$ cat config.mk
export PLATFORM = sky130hd
export DESIGN_NAME = fb_pixel_shifter
export DESIGN_NICKNAME = d
export VERILOG_FILES = /design/src/hw/fb_pkg.sv /design/src/hw/fb_pixel_shifter.sv
export SDC_FILE = /design/constraint.sdc
export NUM_CORES = 1
export LEC_CHECK = 0
export ABC_AREA = 1
export BUFFER_PORTS_ARGS = -buffer_cell sky130_fd_sc_hd__buf_2
export CORE_MARGIN = 8
export CORE_UTILIZATION = 40
export DETAILED_ROUTE_END_ITERATION = 10
export SYNTH_ARGS = -nofsm -noshare
export SYNTH_HDL_FRONTEND = slang
export SYNTH_SLANG_ARGS = --single-unit
$ cat constraint.sdc
create_clock -name clk_pix -period 8.9 [get_ports clk_pix]
set_clock_uncertainty 0.2 [all_clocks]
set_input_delay 0.89 -clock clk_pix [delete_from_list [all_inputs] [get_ports clk_pix]]
set_output_delay 0.89 -clock clk_pix [all_outputs]
set_load 0.1 [all_outputs]
$ cat src/hw/fb_pkg.sv
/*
 * framebuffer shared types
 * pixel, word address and queue payload definitions
 */
package fb_pkg;

    typedef logic [15:0] pixel_t;
    typedef logic [23:0] addr_t;

    // host access as it travels through the command queue
    typedef struct packed {
        logic   wr;
        addr_t  addr;
        pixel_t data;
    } host_cmd_t;

    // eight pixels, oldest one in bits 127:112
    typedef logic [127:0] burst_data_t;

    localparam int BURST_LEN = 8;

endpackage

$ cat src/hw/fb_pixel_shifter.sv
/*
 * fb_pixel_shifter: current and next burst for the video stream
 * one pixel per enable, asks for a refill after each burst swap
 */
`timescale 1ns/1ps

module fb_pixel_shifter (
    input  logic                clk_pix,
    input  logic                reset_i,

    input  logic                start_i,
    input  logic                ena_i,
    input  logic                load_now_i,
    input  logic                load_next_i,
    input  fb_pkg::burst_data_t next_burst_i,

    output logic                refill_req_o,
    output fb_pkg::pixel_t      pixel_o
);

    localparam int CNT_BITS = $clog2(fb_pkg::BURST_LEN);
    localparam int PIX_BITS = $bits(fb_pkg::pixel_t);

    logic [CNT_BITS-1:0] word_cnt;
    fb_pkg::burst_data_t cur_burst;
    fb_pkg::burst_data_t nxt_burst;
    logic                wrap;

    assign pixel_o = cur_burst[$bits(fb_pkg::burst_data_t)-1 -: PIX_BITS];
    assign wrap    = ena_i && (word_cnt == '0);

    always_ff @(posedge clk_pix) begin
        if (reset_i) begin
            word_cnt     <= '0;
            refill_req_o <= 1'b0;
        end else if (start_i) begin
            // pixel 0 already shows after preload
            word_cnt     <= CNT_BITS'(1);
            refill_req_o <= 1'b0;
        end else begin
            if (load_now_i || wrap) begin
                refill_req_o <= 1'b1;
            end else if (load_next_i) begin
                refill_req_o <= 1'b0;
            end
            if (ena_i) begin
                word_cnt <= word_cnt + 1'b1;
            end
        end
    end

    always_ff @(posedge clk_pix) begin
        if (load_now_i) begin
            cur_burst <= next_burst_i;
            nxt_burst <= next_burst_i;
        end else begin
            if (wrap) begin
                cur_burst <= nxt_burst;
            end else if (ena_i) begin
                cur_burst <= cur_burst << PIX_BITS;
            end
            if (load_next_i) begin
                nxt_burst <= next_burst_i;
            end
        end
    end

endmodule

==> metrics.yaml <==
status:
  outcome: "completed"
layout:
  final_common_cell: "nand2_1"
  final_cell_mix: "482 x nand2_1, 256 x edfxtp_1, 230 x inv_1"
  diodes: 0
  fin_nets: 1441
  area_delta_synth_final_pct: 14.94
  drive_gt1_share_pct: 14.80
  fillers: 2726
  stdcell_area_sq_mm: 0.01334
clock_network:
  cts.path.max_buffers: 3
  cts_buffers: 29
  cts_setup_buffers: 0
  htree_levels: 1
  ctsHoldBuffers: 0
  path_clk_slew_ns: 0.05
  clock_sinks: 260
  cts_resized: 0
  cts_tree: "built"
  worstSkewPairLatency_ns: 0.54
  cts_root_buffer: "clkbuf_16"
synth:
  ys_seq_elements: 260
  syn_inst: 1188
  synth.area.top_cells: "edfxtp_1 66%, nand2_1 16%, inv_1 7.5%"
  syn_avg_cell_area_sq_um: 9.771
  syn_area_sq_mm: 0.01161
  ys_types: 18
  yosysTopAreaCell: "edfxtp_1"
  yosysWarnings: 0
  seq_area_frac_synth_pct: 66.92
  syn_nets: 1324
  synth_top_area_share_pct: 66.23
drt:
  drc_errors: 0
  routed-via-count: 7719
  viasPerCell: 4.519
  wirelength_mm: 25.42
  firstDrtPassIters: 5
  ant_nets: 0
  routedWlPerCell_um: 14.88
  drt_iter0_drc: 550
power:
  ir_drop_uv: 129.2
  power_density_mw_per_mm2: 220.7
  p_sw_mw: 0.7347
  p_seq_share_pct: 51.7
  swShare_pct: 24.96
  pwr-share-clk_pct: 36.6
  p_leak_nw: 6.490
  power_frac_comb_pct: 11.7
  p_int_mw: 2.209
global_routing:
  gr-total-overflow: 0
  grt_start_max_net_pins: 86
  first_global_vias: 7644
  antenna_found_initial: 2
  grt_usage_pct: 14.46
  grt_pass1_wl_mm: 41.38
floorplanning:
  die_area_sq_mm: 0.03473
  die_x_um: 186.4
  floorplan.initialDensity_pct: 40.55
  core_area_sq_mm: 0.02863
  ioPinCount: 151
  die_h_um: 186.4
  num_rows: 62
worst_hold_path:
  hold_path.startpoint: "word_cnt[1]$_SDFFE_PP0P_"
  holdPathStages: 2
  holdPathEnd: "word_cnt[1]$_SDFFE_PP0P_"
  hp-class: "register to register"
critical_path:
  end_kind: "register"
  path_max_fanout: 72
  crit_type: "primary input to register"
  worstPathRequired_ns: 8.86
  r2r_start: "word_cnt[0]$_SDFFE_PP0P_"
  cp.arrival_ns: 3.51
  start_kind: "primary input"
  timing.rr.end: "cur_burst[60]$_DFFE_PP_"
  reg2reg_slack_ns: 5.91
  ff2ff_path_depth: 8
timing:
  relSlewSlack_pct: 32.59
  period_needed_ns: 3.548
  finalHoldViolCount: 0
  max_freq_mhz: 281.8
  worstMarginPinSlew_ns: 1.011
  tns_ns: 0
  finalMaxSlewViolations: 0
  rsz0062_at_grt: "no"
  setup_viol: 0
  fin_crit_sh_pct: 39.87
flow_run:
  maxCapViolations: 0
placed_design:
  gp_congestion: 0.7332
  hpwl_mm: 15.46
  dpl_cell_area_sq_mm: 0.01250
  portBuffers: 150
power by group through the flow:
stage	Sequential (mW)	Combinational [mW]	Clock, mW
finish	1.52	0.345	1.08
global route	1.53	0.394	1.15
CTS	1.52	0.351	1.11
detailed placement	1.55	0.350	0
global placement	1.54	0.346	0
floorplan	1.55	0.263	0
registers in the layout (all words and copies together), names as in the netlist:
| register | cells |
|---|---|
| cur_burst | 128 |
| nxt_burst | 128 |
| word_cnt | 3 |
| refill_req_o | 1 |
layer usage:
layer | GRT usage [%] | wire length [um]
met1 | 19.49 | 11660
met2 | 23.88 | 11940
met3 | 2.796 | 1318
met4 | 3.202 | 481
met5 | 0 | 27
synthesized netlist by cell type:
| library cell | n |
|---|---|
| edfxtp_1 | 256 |
| o21ai_1 | 10 |
| a21oi_1 | 3 |
| a21boi_1 | 1 |
| nand2_1 | 484 |
| clkbuf_1 | 16 |
| nor2_2 | 1 |
| o21bai_1 | 2 |
| buf_4 | 17 |
| inv_1 | 231 |
| buf_6 | 8 |
| nor2_1 | 3 |
| buf_1 | 2 |
| o21ai_0 | 7 |
| nand3_1 | 114 |
| dfxtp_1 | 4 |
| ha_1 | 2 |
| buf_2 | 27 |
final cells by class:
type,count,area [sq um],area share [%]
Tap cell,384,480.5,3.601
Clock buffer,37,755.7,5.664
Inverter,231,869.6,6.518
Sequential cell,260,7767,58.22
Multi-Input combinational cell,627,2585,19.38
Timing Repair Buffer,156,798.3,5.983
Clock inverter,13,85.08,0.6377
metrics by stage:
| step | hold slack (ns) | util, % | cells | total power, mW | setup slack [ns] |
|---|---|---|---|---|---|
| after CTS | 0.2846 | 46.61 | 1708 | 2.980 | 5.318 |
| after detailed placement | 0.2773 | 43.67 | 1658 | 1.898 | 4.744 |
| after floorplan | 0.2548 | - | 1188 | 1.808 | 4.065 |
| after global placement | 0.2632 | 43.67 | 1658 | 1.890 | 4.788 |
| final | 0.2797 | 46.61 | 1708 | 2.944 | 5.352 |
| after global routing | 0.3208 | 46.61 | 1708 | 3.077 | 5.114 |
worst max-delay path by stage:
stage / slack, ns / start / cells past startpoint / endpoint
global placement: 4.79 / load_now_i / 4 / nxt_burst[1]$_DFFE_PP_
floorplan: 4.07 / load_now_i / 4 / cur_burst[0]$_DFFE_PP_
finish: 5.35 / load_now_i / 4 / nxt_burst[2]$_DFFE_PP_
detailed placement: 4.74 / load_now_i / 4 / nxt_burst[2]$_DFFE_PP_
global route: 5.11 / load_now_i / 4 / nxt_burst[5]$_DFFE_PP_
CTS: 5.32 / load_now_i / 4 / nxt_burst[2]$_DFFE_PP_
worst max-delay path: stages:
cell     delay, ns
buf_4         0.42
inv_4         0.42
nand2_4       0.73
buf_4         0.89
logic make-up after synthesis:
group / Yosys count / share of synthesized area [%]
adders and majority gates: 2 / 0.2156
and+or+nand+nor: 602 / 20.72
buffers and inverters: 301 / 11.09
DFF: 260 / 66.92
AOI/OAI and AO/OA: 23 / 1.056
(Power assumes the default switching activity.)
