### src/hw/fb_queue.sv
/*
 * fb_queue: synchronous circular FIFO for any payload type
 * head is shown on q_o, pop on deq_i
 */
`timescale 1ns/1ps

module fb_queue #(
    parameter type item_t = logic,
    parameter int  DEPTH  = 4
) (
    input  logic  clk_pix,
    input  logic  reset_i,

    input  logic  enq_i,
    input  item_t data_i,
    output logic  full_o,

    input  logic  deq_i,
    output item_t q_o,
    output logic  empty_o,
    output logic  alm_empty_o
);

    localparam int PTR_BITS = (DEPTH > 1) ? $clog2(DEPTH) : 1;

    item_t               mem [DEPTH];
    logic [PTR_BITS-1:0] wr_ptr;
    logic [PTR_BITS-1:0] rd_ptr;
    logic [PTR_BITS:0]   count;

    assign q_o         = mem[rd_ptr];
    assign full_o      = (count == (PTR_BITS + 1)'(DEPTH));
    assign empty_o     = (count == '0);
    assign alm_empty_o = (count <= (PTR_BITS + 1)'(1));

    always_ff @(posedge clk_pix) begin
        if (enq_i) begin
            mem[wr_ptr] <= data_i;
        end
    end

    always_ff @(posedge clk_pix) begin
        if (reset_i) begin
            wr_ptr <= '0;
            rd_ptr <= '0;
            count  <= '0;
        end else begin
            if (enq_i) begin
                wr_ptr <= (wr_ptr == PTR_BITS'(DEPTH - 1)) ? '0 : wr_ptr + 1'b1;
            end
            if (deq_i) begin
                rd_ptr <= (rd_ptr == PTR_BITS'(DEPTH - 1)) ? '0 : rd_ptr + 1'b1;
            end
            case ({enq_i, deq_i})
                2'b10:   count <= count + 1'b1;
                2'b01:   count <= count - 1'b1;
                default: count <= count;
            endcase
        end
    end

endmodule

### config.mk
export PLATFORM = sky130hd
export DESIGN_NAME = fb_queue
export DESIGN_NICKNAME = d
export VERILOG_FILES = /design/src/hw/fb_queue.sv
export SDC_FILE = /design/constraint.sdc
export NUM_CORES = 1
export LEC_CHECK = 0
export BUFFER_PORTS_ARGS = -buffer_cell sky130_fd_sc_hd__buf_4
export CORE_MARGIN = 5
export CORE_UTILIZATION = 40
export CTS_CLUSTER_SIZE = 16
export DETAILED_ROUTE_END_ITERATION = 10
export PLACE_DENSITY = 0.58
export SLEW_MARGIN = 20
export SYNTH_ARGS = -nofsm -noshare
export SYNTH_HDL_FRONTEND = slang
export SYNTH_SLANG_ARGS = --single-unit
export TNS_END_PERCENT = 50
### constraint.sdc
create_clock -name clk_pix -period 2.37 [get_ports clk_pix]
set_clock_uncertainty 0.2 [all_clocks]
set_input_delay 0.1185 -clock clk_pix [delete_from_list [all_inputs] [get_ports clk_pix]]
set_output_delay 0.1185 -clock clk_pix [all_outputs]
set_load 0.005 [all_outputs]
==> results.rst <==
.. list-table::
   :header-rows: 1

   * - Metric
     - Value
   * - Crit Path Class
     - input port to flop
   * - Initial antenna violation count
     - 0
   * - Total routing usage reported by global routing
     - 8.41%
   * - Cell area after synthesis
     - 618 um2
   * - Post-Synth XOR/XNOR Area
     - 2.83%
   * - H-Tree Level Count
     - 1
   * - Leading cell types by total area after synthesis
     - sky130_fd_sc_hd__dfxtp_1 29%, sky130_fd_sc_hd__edfxtp_1 19%, sky130_fd_sc_hd__ha_1 18%
   * - Worst skew pair latency
     - 270 ps
   * - Power per cell area
     - 635 mW/mm2
   * - Clock tree from TritonCTS
     - yes
   * - Met1 demand-to-capacity share in global routing
     - 8.97%
   * - Hold path startpoint
     - count[2]
   * - Kind of end point of the critical path
     - flop
   * - Die height
     - 49.3 um
   * - Post-Route WL
     - 844 um
   * - Post-layout utilization of the core
     - 51.3%
   * - Area fraction in compound gates after synthesis
     - 4.45%
   * - Launch instance of the worst register-to-register path
     - count[0]
   * - Synth Net Count
     - 69
   * - Post-Layout Cell Count
     - 87
   * - Post-route standard cell area excluding fillers
     - 764 um2
   * - Share of synthesized area spent on multiplexers
     - 8.50%
   * - First-pass GRT wire length
     - 1530 um
   * - Area occupied by multi-input gates
     - 295 um2
   * - Via count of the first global-routing pass
     - 401
   * - Maximum number of buffers from clock root to sink
     - 2
   * - Share of Yosys cell area claimed by the top area cell type
     - 29.1%
   * - Floorplan die area
     - 0.00243 mm2
   * - Main combinational cell family by area after synthesis
     - adder cells
   * - Antenna diodes
     - 0
   * - Final Setup Violations
     - 0
   * - Clock share of power
     - 27.0%
   * - Gpl congestion
     - 0.675
   * - Worst setup path start
     - enq_i
   * - Average wire per standard cell
     - 9.70 um
   * - Status
     - completed
   * - Setup slack at placement
     - 958 ps
   * - I/O pin total
     - 9
   * - Inst Count DP
     - 79
   * - Min cycle time layout
     - 1660 ps
   * - Adder-cell share of the synthesized area
     - 18.2%
   * - Critical Path Fanout Max
     - 7
   * - Syn_area_per_cell
     - 11.2 um2
   * - Setup repair after global routing missed its margin
     - no
   * - Worst vdd ir
     - 0.462 mV
   * - Worst Setup Start Kind
     - input port
   * - FF+latch area
     - 300 um2
   * - Busiest grt layer
     - met2
   * - Number of iterations in the first detailed-routing pass
     - 2
   * - Layout cells sized above 1
     - 16.9%
   * - Simple-gate share of the synthesized area
     - 13.8%
   * - Sw power
     - 0.119 mW
   * - Final worst-path cycle share
     - 70.2%
   * - Max-cap check violation count
     - 0
   * - Maximum clock frequency
     - 0.601 GHz
   * - Number of flip-flops and latches in the synthesized netlist
     - 13
   * - Initial Utilization
     - 41.5%
   * - Setup slack of the critical path after layout
     - 707 ps
   * - Reg clk slew, reported paths
     - 80 ps
   * - Core region area
     - 0.00149 mm2
   * - Worst hold path type
     - flop to flop
   * - Final number of hold-violating endpoints
     - 0
   * - Required arrival time at the worst endpoint
     - 2380 ps
   * - Number of nets in the layout
     - 86
   * - Met3 layer usage reported by global route
     - 5.50%
   * - Total power after layout
     - 0.485 mW
   * - Routed via count
     - 432
   * - Avg Vias per Cell
     - 4.97
   * - Area growth from synthesis to layout
     - 23.7%
   * - Standard-cell rows
     - 14
   * - Worst reg-to-reg setup slack
     - 990 ps
   * - Leakage power total
     - 0.345 nW
   * - Sequential share of the synthesized area
     - 48.6%
   * - Area after DPL
     - 698 um2
   * - Worst hold-check slack
     - 324 ps
   * - Number of buffers inserted by port buffering
     - 8
   * - Setup Total Neg Slack
     - 0 ps
   * - Cell at the root of the clock tree
     - sky130_fd_sc_hd__clkbuf_4
   * - Relative slew margins
     - 90.4%
   * - WP data arrival
     - 1670 ps
   * - Share of total power in combinational logic
     - 19.6%
   * - Iter 0 DRT Violations
     - 4
   * - DRC violation count after routing
     - 0
   * - Biggest area consumer among synthesized cells
     - sky130_fd_sc_hd__dfxtp_1
   * - Net switching fraction of the power
     - 24.6%
   * - Internal Dissipation
     - 0.366 mW
   * - Total of fill cells in the finished design
     - 137
   * - Cell count after synthesis
     - 55
   * - Pin count of the biggest net entering global routing
     - 8
   * - Number of warnings printed during yosys synthesis
     - 0
   * - Number of CTS-inserted buffers
     - 3
   * - Commonest non-fill, non-tap cells in the layout
     - 9 x sky130_fd_sc_hd__ha_1, 9 x sky130_fd_sc_hd__dfxtp_1, 8 x sky130_fd_sc_hd__buf_4, 7 x sky130_fd_sc_hd__nor2_1, 6 x sky130_fd_sc_hd__inv_1
   * - Total count of max-transition violations in the final report
     - 0
   * - Worst slew pin tran
     - 140 ps
   * - Width of the die
     - 49.3 um
   * - Global-route track usage on met2
     - 12.7%
   * - Count of nets left with antenna violations after detail routing
     - 0
   * - Sequential share of power
     - 53.4%
   * - Count of unique library cells instantiated by Yosys
     - 15
   * - Number of sinks driven by the clock tree
     - 13
   * - Global route overflow
     - 0
worst paths after layout:
| kind | to | depth (start not counted) |
|---|---|---|
| worst max-delay path | count[2] | 6 |
| worst min-delay path | count[2] | 2 |
| worst max register to register | count[1] | 5 |
| worst min register to register | count[2] | 2 |
cell families after synthesis:
kind of cell | Yosys count
AOI/OAI and AO/OA | 5
xor gates and xnor gates | 2
adders and majority gates | 9
buffers and inverters | 6
DFF | 13
muxes | 4
and+or+nand+nor | 16
power by group through the flow:
stage | Combinational [mW] | Sequential (mW) | Clock [mW]
after global routing | 0.111 | 0.262 | 0.153
after global placement | 0.0900 | 0.264 | 0
after CTS | 0.0976 | 0.260 | 0.139
after floorplan | 0.0568 | 0.261 | 0
after detailed placement | 0.0923 | 0.265 | 0
final | 0.0953 | 0.259 | 0.131
timing repair:
action	in CTS	in global routing
hold endpoints to repair	13	0
buffers inserted	0	0
gates resized for setup	0	0
hold buffers	4	0
layout make-up:
class | count | share of cell area [%]
flip-flops and latches | 13 | 39.3
well taps | 16 | 2.62
repair buffers | 12 | 13.1
inverters | 6 | 2.95
clock buffers | 4 | 3.44
multi-input cells | 36 | 38.6
metal layers:
layer / vias up / share of wire (%) / wire [um]
met5: - / 0 / 0
met4: 0 / 0.95 / 8
met3: 2 / 5.0 / 42
met2: 7 / 48 / 402
met1: 203 / 46 / 391
li1: 220 / - / -
cell usage after synthesis (all sizes together):
| cell type | number |
|---|---|
| mux4 | 1 |
| xor2 | 2 |
| edfxtp | 4 |
| or3 | 1 |
| dfxtp | 9 |
| nor2 | 7 |
| a211oi | 1 |
| nor2b | 1 |
| nor3b | 2 |
| ha | 9 |
| o21ai | 1 |
| a21oi | 3 |
| and2 | 5 |
| mux2i | 3 |
| inv | 6 |
critical path, cell delays in order:
cell	delay [ps]
sky130_fd_sc_hd__dlygate4sd3_1	520
sky130_fd_sc_hd__buf_4	130
sky130_fd_sc_hd__inv_1	50
sky130_fd_sc_hd__ha_1	350
sky130_fd_sc_hd__or3_1	360
sky130_fd_sc_hd__a21oi_1	130
No activity file was read; power rests on OpenSTA's default activity.
