File: config.mk
export PLATFORM = sky130hd
export DESIGN_NAME = fb_arbiter
export DESIGN_NICKNAME = d
export VERILOG_FILES = /design/src/hw/fb_pkg.sv /design/src/hw/fb_arbiter.sv
export SDC_FILE = /design/constraint.sdc
export NUM_CORES = 1
export LEC_CHECK = 0
export BUFFER_PORTS_ARGS = -buffer_cell sky130_fd_sc_hd__clkbuf_2
export CAP_MARGIN = 5
export CORE_AREA = 5 5 169 171
export DETAILED_ROUTE_END_ITERATION = 7
export DIE_AREA = 0 0 174 176
export GPL_TIMING_DRIVEN = 0
export MAX_ROUTING_LAYER = met4
export PLACE_DENSITY = 0.77
export RECOVER_POWER = 100
export SLEW_MARGIN = 20
export SYNTH_ARGS = -nofsm -noshare
export SYNTH_HDL_FRONTEND = slang
export SYNTH_SLANG_ARGS = --single-unit
File: constraint.sdc
create_clock -name clk_pix -period 38.9 [get_ports clk_pix]
set_clock_uncertainty 0.1 [all_clocks]
set_input_delay 1.945 -clock clk_pix [delete_from_list [all_inputs] [get_ports clk_pix]]
set_output_delay 1.945 -clock clk_pix [all_outputs]
set_load 0.01 [all_outputs]
File: src/hw/fb_pkg.sv
/*
 * framebuffer shared types
 * pixel, word address and queue payload definitions
 */
package fb_pkg;

    typedef logic [15:0] pixel_t;
    typedef logic [23:0] addr_t;

    // host access as it travels through the command queue
    typedef struct packed {
        logic   wr;
        addr_t  addr;
        pixel_t data;
    } host_cmd_t;

    // eight pixels, oldest one in bits 127:112
    typedef logic [127:0] burst_data_t;

    localparam int BURST_LEN = 8;

endpackage

File: src/hw/fb_arbiter.sv
/*
 * fb_arbiter: shares the memory queues between host access,
 * frame preload, burst prefetch and shifter refill
 */
`timescale 1ns/1ps

module fb_arbiter #(
    parameter int FB_WIDTH      = 16,
    parameter int FB_HEIGHT     = 8,
    parameter int PRELOAD_DELAY = 16
) (
    input  logic                clk_pix,
    input  logic                reset_i,

    input  logic                sel_i,
    input  logic                wr_i,
    input  fb_pkg::addr_t       address_i,
    input  fb_pkg::pixel_t      data_i,
    output logic                ack_o,
    output fb_pkg::pixel_t      data_o,

    input  logic                start_i,
    input  fb_pkg::addr_t       base_i,
    input  logic                refill_req_i,
    output logic                preloading_o,
    output logic                underflow_o,

    output logic                load_now_o,
    output logic                load_next_o,
    output fb_pkg::burst_data_t next_burst_o,

    output logic                cmd_enq_o,
    output fb_pkg::host_cmd_t   cmd_d_o,
    input  logic                cmd_full_i,

    output logic                breq_enq_o,
    output fb_pkg::addr_t       breq_d_o,
    input  logic                breq_full_i,

    output logic                rd_deq_o,
    input  fb_pkg::pixel_t      rd_q_i,
    input  logic                rd_empty_i,

    output logic                burst_deq_o,
    input  fb_pkg::burst_data_t burst_q_i,
    input  logic                burst_empty_i,
    input  logic                burst_alm_empty_i
);

    localparam fb_pkg::addr_t BURST_STEP  = fb_pkg::addr_t'(fb_pkg::BURST_LEN);
    localparam fb_pkg::addr_t LAST_OFFSET =
        fb_pkg::addr_t'(FB_WIDTH * FB_HEIGHT - fb_pkg::BURST_LEN);

    typedef enum logic [3:0] {
        ST_IDLE, ST_WAIT_BURST, ST_WRITE0, ST_WRITE1,
        ST_READ0, ST_READ1, ST_READ2, ST_READ3,
        ST_REFILL0, ST_REFILL1, ST_PRELOAD_DELAY, ST_PRELOAD0,
        ST_PRELOAD1, ST_PRELOAD2, ST_PRELOAD3, ST_PRELOAD4
    } state_t;

    state_t        state;
    fb_pkg::addr_t burst_addr;
    fb_pkg::addr_t burst_addr_next;
    logic          preload_pend;
    logic [15:0]   delay_cnt;
    // bursts requested but not yet popped from the data queue
    logic [7:0]    inflight;

    // stop at the last burst of the frame
    assign burst_addr_next = (burst_addr < base_i + LAST_OFFSET) ?
                             burst_addr + BURST_STEP : burst_addr;

    always_ff @(posedge clk_pix) begin
        if (reset_i) begin
            state        <= ST_IDLE;
            ack_o        <= 1'b0;
            cmd_enq_o    <= 1'b0;
            breq_enq_o   <= 1'b0;
            rd_deq_o     <= 1'b0;
            burst_deq_o  <= 1'b0;
            load_now_o   <= 1'b0;
            load_next_o  <= 1'b0;
            preloading_o <= 1'b0;
            underflow_o  <= 1'b0;
            preload_pend <= 1'b0;
            burst_addr   <= '0;
            inflight     <= '0;
        end else begin
            inflight <= inflight + 8'(breq_enq_o) - 8'(burst_deq_o);

            case (state)
                ST_IDLE: begin
                    underflow_o <= 1'b0;
                    if (preload_pend) begin
                        preload_pend <= 1'b0;
                        delay_cnt    <= 16'(PRELOAD_DELAY);
                        state        <= ST_PRELOAD_DELAY;
                    end else if (!breq_full_i) begin
                        breq_d_o   <= burst_addr;
                        breq_enq_o <= 1'b1;
                        burst_addr <= burst_addr_next;
                        state      <= ST_WAIT_BURST;
                    end else if (refill_req_i) begin
                        state <= ST_REFILL0;
                    end else if (sel_i && !cmd_full_i && !burst_alm_empty_i) begin
                        state <= wr_i ? ST_WRITE0 : ST_READ0;
                    end
                end
                ST_WAIT_BURST: begin
                    breq_enq_o <= 1'b0;
                    state      <= ST_IDLE;
                end
                ST_WRITE0: begin
                    if (!cmd_full_i) begin
                        cmd_d_o   <= '{wr: 1'b1, addr: address_i, data: data_i};
                        cmd_enq_o <= 1'b1;
                        ack_o     <= 1'b1;
                        state     <= ST_WRITE1;
                    end
                end
                ST_WRITE1: begin
                    cmd_enq_o <= 1'b0;
                    ack_o     <= 1'b0;
                    state     <= ST_IDLE;
                end
                ST_READ0: begin
                    if (!cmd_full_i) begin
                        cmd_d_o   <= '{wr: 1'b0, addr: address_i, data: '0};
                        cmd_enq_o <= 1'b1;
                        state     <= ST_READ1;
                    end
                end
                ST_READ1: begin
                    cmd_enq_o <= 1'b0;
                    if (!rd_empty_i) begin
                        rd_deq_o <= 1'b1;
                        state    <= ST_READ2;
                    end
                end
                ST_READ2: begin
                    rd_deq_o <= 1'b0;
                    data_o   <= rd_q_i;
                    ack_o    <= 1'b1;
                    state    <= ST_READ3;
                end
                ST_READ3: begin
                    ack_o <= 1'b0;
                    state <= ST_IDLE;
                end
                ST_REFILL0: begin
                    // a burst on its way is waited for
                    if (!burst_empty_i) begin
                        burst_deq_o  <= 1'b1;
                        load_next_o  <= 1'b1;
                        next_burst_o <= burst_q_i;
                        state        <= ST_REFILL1;
                    end else if (inflight == '0) begin
                        underflow_o <= !preloading_o && !start_i;
                        state       <= ST_IDLE;
                    end
                end
                ST_REFILL1: begin
                    burst_deq_o <= 1'b0;
                    load_next_o <= 1'b0;
                    state       <= ST_IDLE;
                end
                ST_PRELOAD_DELAY: begin
                    delay_cnt <= delay_cnt - 1'b1;
                    if (delay_cnt <= 16'd1) begin
                        state <= ST_PRELOAD0;
                    end
                end
                ST_PRELOAD0: begin
                    // drop every burst of the old frame
                    if (inflight == '0) begin
                        state <= ST_PRELOAD2;
                    end else if (!burst_empty_i) begin
                        burst_deq_o <= 1'b1;
                        state       <= ST_PRELOAD1;
                    end
                end
                ST_PRELOAD1: begin
                    burst_deq_o <= 1'b0;
                    state       <= ST_PRELOAD0;
                end
                ST_PRELOAD2: begin
                    if (!breq_full_i) begin
                        breq_d_o   <= burst_addr;
                        breq_enq_o <= 1'b1;
                        burst_addr <= burst_addr_next;
                        state      <= ST_PRELOAD3;
                    end
                end
                ST_PRELOAD3: begin
                    breq_enq_o <= 1'b0;
                    if (!burst_empty_i) begin
                        burst_deq_o  <= 1'b1;
                        load_now_o   <= 1'b1;
                        next_burst_o <= burst_q_i;
                        state        <= ST_PRELOAD4;
                    end
                end
                ST_PRELOAD4: begin
                    burst_deq_o  <= 1'b0;
                    load_now_o   <= 1'b0;
                    preloading_o <= 1'b0;
                    state        <= ST_IDLE;
                end
                default: state <= ST_IDLE;
            endcase

            // new frame overrides address and preload flags
            if (start_i) begin
                burst_addr   <= base_i;
                preload_pend <= 1'b1;
                preloading_o <= 1'b1;
            end
        end
    end

endmodule

==> summary.md <==
| Metric | Value |
|---|---|
| Status | finished, violations left |
| Failing checks | capacitance limit, slew limit |
| Slowest-stage cell, CP | nor4_1 |
| Slew margin rel. | -0.5301 |
| Design Area, Final | 14380 µm² |
| Main combinational cell family by area after synthesis | simple AND/OR/NAND/NOR gates |
| Core ar. | 26730 µm² |
| Worst path most repeated cell | clkbuf_1 |
| MaxCap Viol Count | 2 |
| Crit share post-route | 0.1516 |
| Area Growth Syn to Fin | 30.36% |
| Min-delay worst type | reg2reg |
| Starting Density | 0.4127 |
| Synth warnings | 0 |
| DIE WIDTH | 174 µm |
| Share of cells above drive strength 1 | 0.1982 |
| Dpl ws | 33.16 ns |
| WHS | 0.3705 ns |
| Startpoint types | input pin |
| Pwr Total | 803.9 µW |
| GP Congestion | 0.9213 |
| Endpoints failing hold | 0 |
| Bufs on Longest Clock Path | 3 |
| Root Buffer Master | clkbuf_16 |
| Final setup violation count | 0 |
| Yosys cell types | 69 |
| VDD IR max | 44.03 µV |
| All-Layer GR Usage | 0.2380 |
| Avg Cell Area, Syn | 13.74 µm² |
| Post-Synth Simple-Gate Area | 0.1264 |
| Syn Inst Count | 803 |
| F_max | 169.6 MHz |
| Total CTS buffers | 29 |
| Leakage power | 5.264 nW |
| CP max stage delay | 0.96 ns |
| Crit path DAT | 5.99 ns |
| Final slew viol count | 42 |
| DRC viols | 0 |
| Worst-Margin Slew | 2.287 ns |
| Final core occ | 0.5380 |
| Setup tns final | 0 ns |
| Syn_nets | 1061 |
| DP Area | 13820 µm² |
| Synth Area in Compound Gates | 0.08179 |
| Post-layout nets | 1552 |
| Initial antenna violation count | 3 |
| Synth Area in Adders | 0.04492 |
| Via count | 8816 |
| Row cnt | 60 |
| Minimum clock period | 5.897 ns |
| WL/cell | 22.55 µm |
| Vias in the first global route | 8743 |
| Seq/Total Area, Yosys | 0.6961 |
| PwrDens | 55.92 nW/µm² |
| Final wirelength | 37470 µm |
| Gr ovfl total | 0 |
| Main synth FF type | edfxtp_1 |
| Req. time, crit path | 38.99 ns |
| Multiplexer area fraction after synthesis | 0.004651 |
| CP Max Fanout | 10 |
| Clock sinks | 271 |
| Synth Area in XOR/XNOR | 0.02541 |
| Fill cells | 2438 |
| DP HPWL | 29480 µm |
| Die height | 176 µm |
| Iteration-0 DRC Markers | 843 |
| PortBufs | 435 |
| Post-synth EDFFs | 225 |
| Reg clk slew, reported paths | 0.06 ns |
| Unrepaired setup endpoints after global routing | false |
| Clock latency at the later pin of the worst-skew pair | 0.54 ns |
| First-pass GRT wire length | 54280 µm |
| Max H-tree Level | 1 |
| Final Non-Filler Cells | 1662 |
| Cells along the critical path | clkbuf_1 > clkbuf_1 > nor4_1 > clkbuf_1 > clkbuf_1 > clkbuf_1 > clkbuf_1 > clkbuf_1 > clkbuf_1 |
| Worst setup EP type | register |
| Largest net degree at the start of global routing | 25 |
| CTS Hold Bufs | 0 |
| DP Cell Count | 1604 |
| Vias per cell | 5.304 |
| Die area | 30620 µm² |
| Cts repair resizes | 0 |
| Pre-antenna DRT Iters | 6 |
| Routed Antenna Nets | 0 |
| Setup Buffers After CTS | 0 |
| Ports | 437 |
| Synthesized area | 11030 µm² |
| Worst Setup Slack, final | 33.00 ns |
| TritonCTS clock tree | built |
| Synth Register Bits | 271 |
| Kind of critical path | in2reg |
| Ys async rst share | 0 |
==> registers in the layout, indices dropped and copies added (netlist names) <==
signal,flops
load_next_o,1
load_now_o,1
preloading_o,1
preload_pend,1
underflow_o,1
breq_enq_o,1
ack_o,1
inflight,8
state,4
delay_cnt,16
burst_deq_o,1
next_burst_o,128
data_o,16
burst_addr,24
rd_deq_o,1
breq_d_o,24
cmd_d_o,41
cmd_enq_o,1
==> worst max-delay path, delay by kind of cell <==
kind                   cells  cell delay, ns
buffers and inverters      8            3.05
AND/OR/NAND/NOR            1            0.96
==> final timing paths <==
kind,depth (start not counted),slack [ns],endpoint,start
max,9,33.00,next_burst_o[124]$_DFFE_PP_,reset_i
min,0,0.37,breq_d_o[0]$_DFFE_PP_,burst_addr[0]$_SDFFE_PP0P_
max reg2reg,9,33.98,next_burst_o[124]$_DFFE_PP_,state[3]$_SDFFE_PP0P_
min reg2reg,0,0.37,breq_d_o[0]$_DFFE_PP_,burst_addr[0]$_SDFFE_PP0P_
==> routing by layer <==
layer / share of wire / wire (µm) / vias to the layer above / global-route usage
met4: 0.037 / 1390 / 0 / 0.08248
met3: 0.078 / 2925 / 76 / 0.06317
met2: 0.51 / 19080 / 426 / 0.4066
met1: 0.38 / 14080 / 4257 / 0.2735
met5: 0 / 0 / - / -
li1: - / - / 4057 / -
==> layout make-up <==
class	instances	area, µm²	area share
sequential	271	7677	0.5340
multi-input combinational	473	3110	0.2163
timing repair buffer	460	1978	0.1376
clock buffer	38	769.5	0.05352
tap	341	426.7	0.02968
clock inverter	16	181.4	0.01262
inverter	35	131.4	0.009138
buffer	24	92.59	0.006440
antenna	4	10.01	0.0006962
==> layout by cell type, fill, tap and decap left out, types with 8 or more instances in the layout <==
cell and instances:
clkbuf_16 29, nor4_1 11, dfxtp_1 46, a211oi_1 8, edfxtp_1 225, inv_1 34
nor2_1 65, o21ai_0 18, nand4_1 16, nand3_1 33, a21oi_1 33, xor2_1 14
nor3_1 31, and3_1 11, nor2b_1 19, nand2_1 42, clkbuf_1 288, nand2b_1 8
o211ai_1 14, clkbuf_2 201, xnor2_1 18, ha_1 38
==> report_power, final <==
group          internal (mW)  switching (mW)
clock                  0.161           0.116
sequential             0.348          0.0146
combinational         0.0596           0.104
total                  0.569           0.235
==> synth_stat cells, drive strengths merged, types with 3 or more instances <==
| cell type | count | area share |
|---|---|---|
| nor3 | 31 | 0.014 |
| a211oi | 8 | 0.0054 |
| nor4 | 13 | 0.0085 |
| o211ai | 14 | 0.0095 |
| o221ai | 3 | 0.0024 |
| a21oi | 33 | 0.015 |
| clkbuf | 15 | 0.0051 |
| xor2 | 14 | 0.011 |
| a21o | 5 | 0.0034 |
| mux2i | 4 | 0.0036 |
| nand3 | 33 | 0.015 |
| a2111oi | 5 | 0.0045 |
| or4 | 3 | 0.0024 |
| nor2 | 66 | 0.023 |
| a311oi | 5 | 0.0045 |
| nand4 | 16 | 0.0091 |
| or3 | 8 | 0.0047 |
| edfxtp | 225 | 0.61 |
| ha | 38 | 0.043 |
| buf | 9 | 0.0037 |
| and4 | 6 | 0.0048 |
| and3 | 12 | 0.0069 |
| nand2b | 8 | 0.0045 |
| inv | 34 | 0.012 |
| a32oi | 5 | 0.0040 |
| o31ai | 4 | 0.0027 |
| a31oi | 7 | 0.0040 |
| nor2b | 19 | 0.011 |
| nand2 | 43 | 0.015 |
| xnor2 | 18 | 0.014 |
| dfxtp | 46 | 0.083 |
| o21ai | 19 | 0.0086 |
==> kinds of logic after synthesis <==
family,Yosys count
buffers and inverters,59
adders and majority gates,39
xor gates and xnor gates,32
and+or+nand+nor,269
AOI/OAI and AO/OA,128
muxes,5
DFF,271
(Power assumes the default switching activity.)
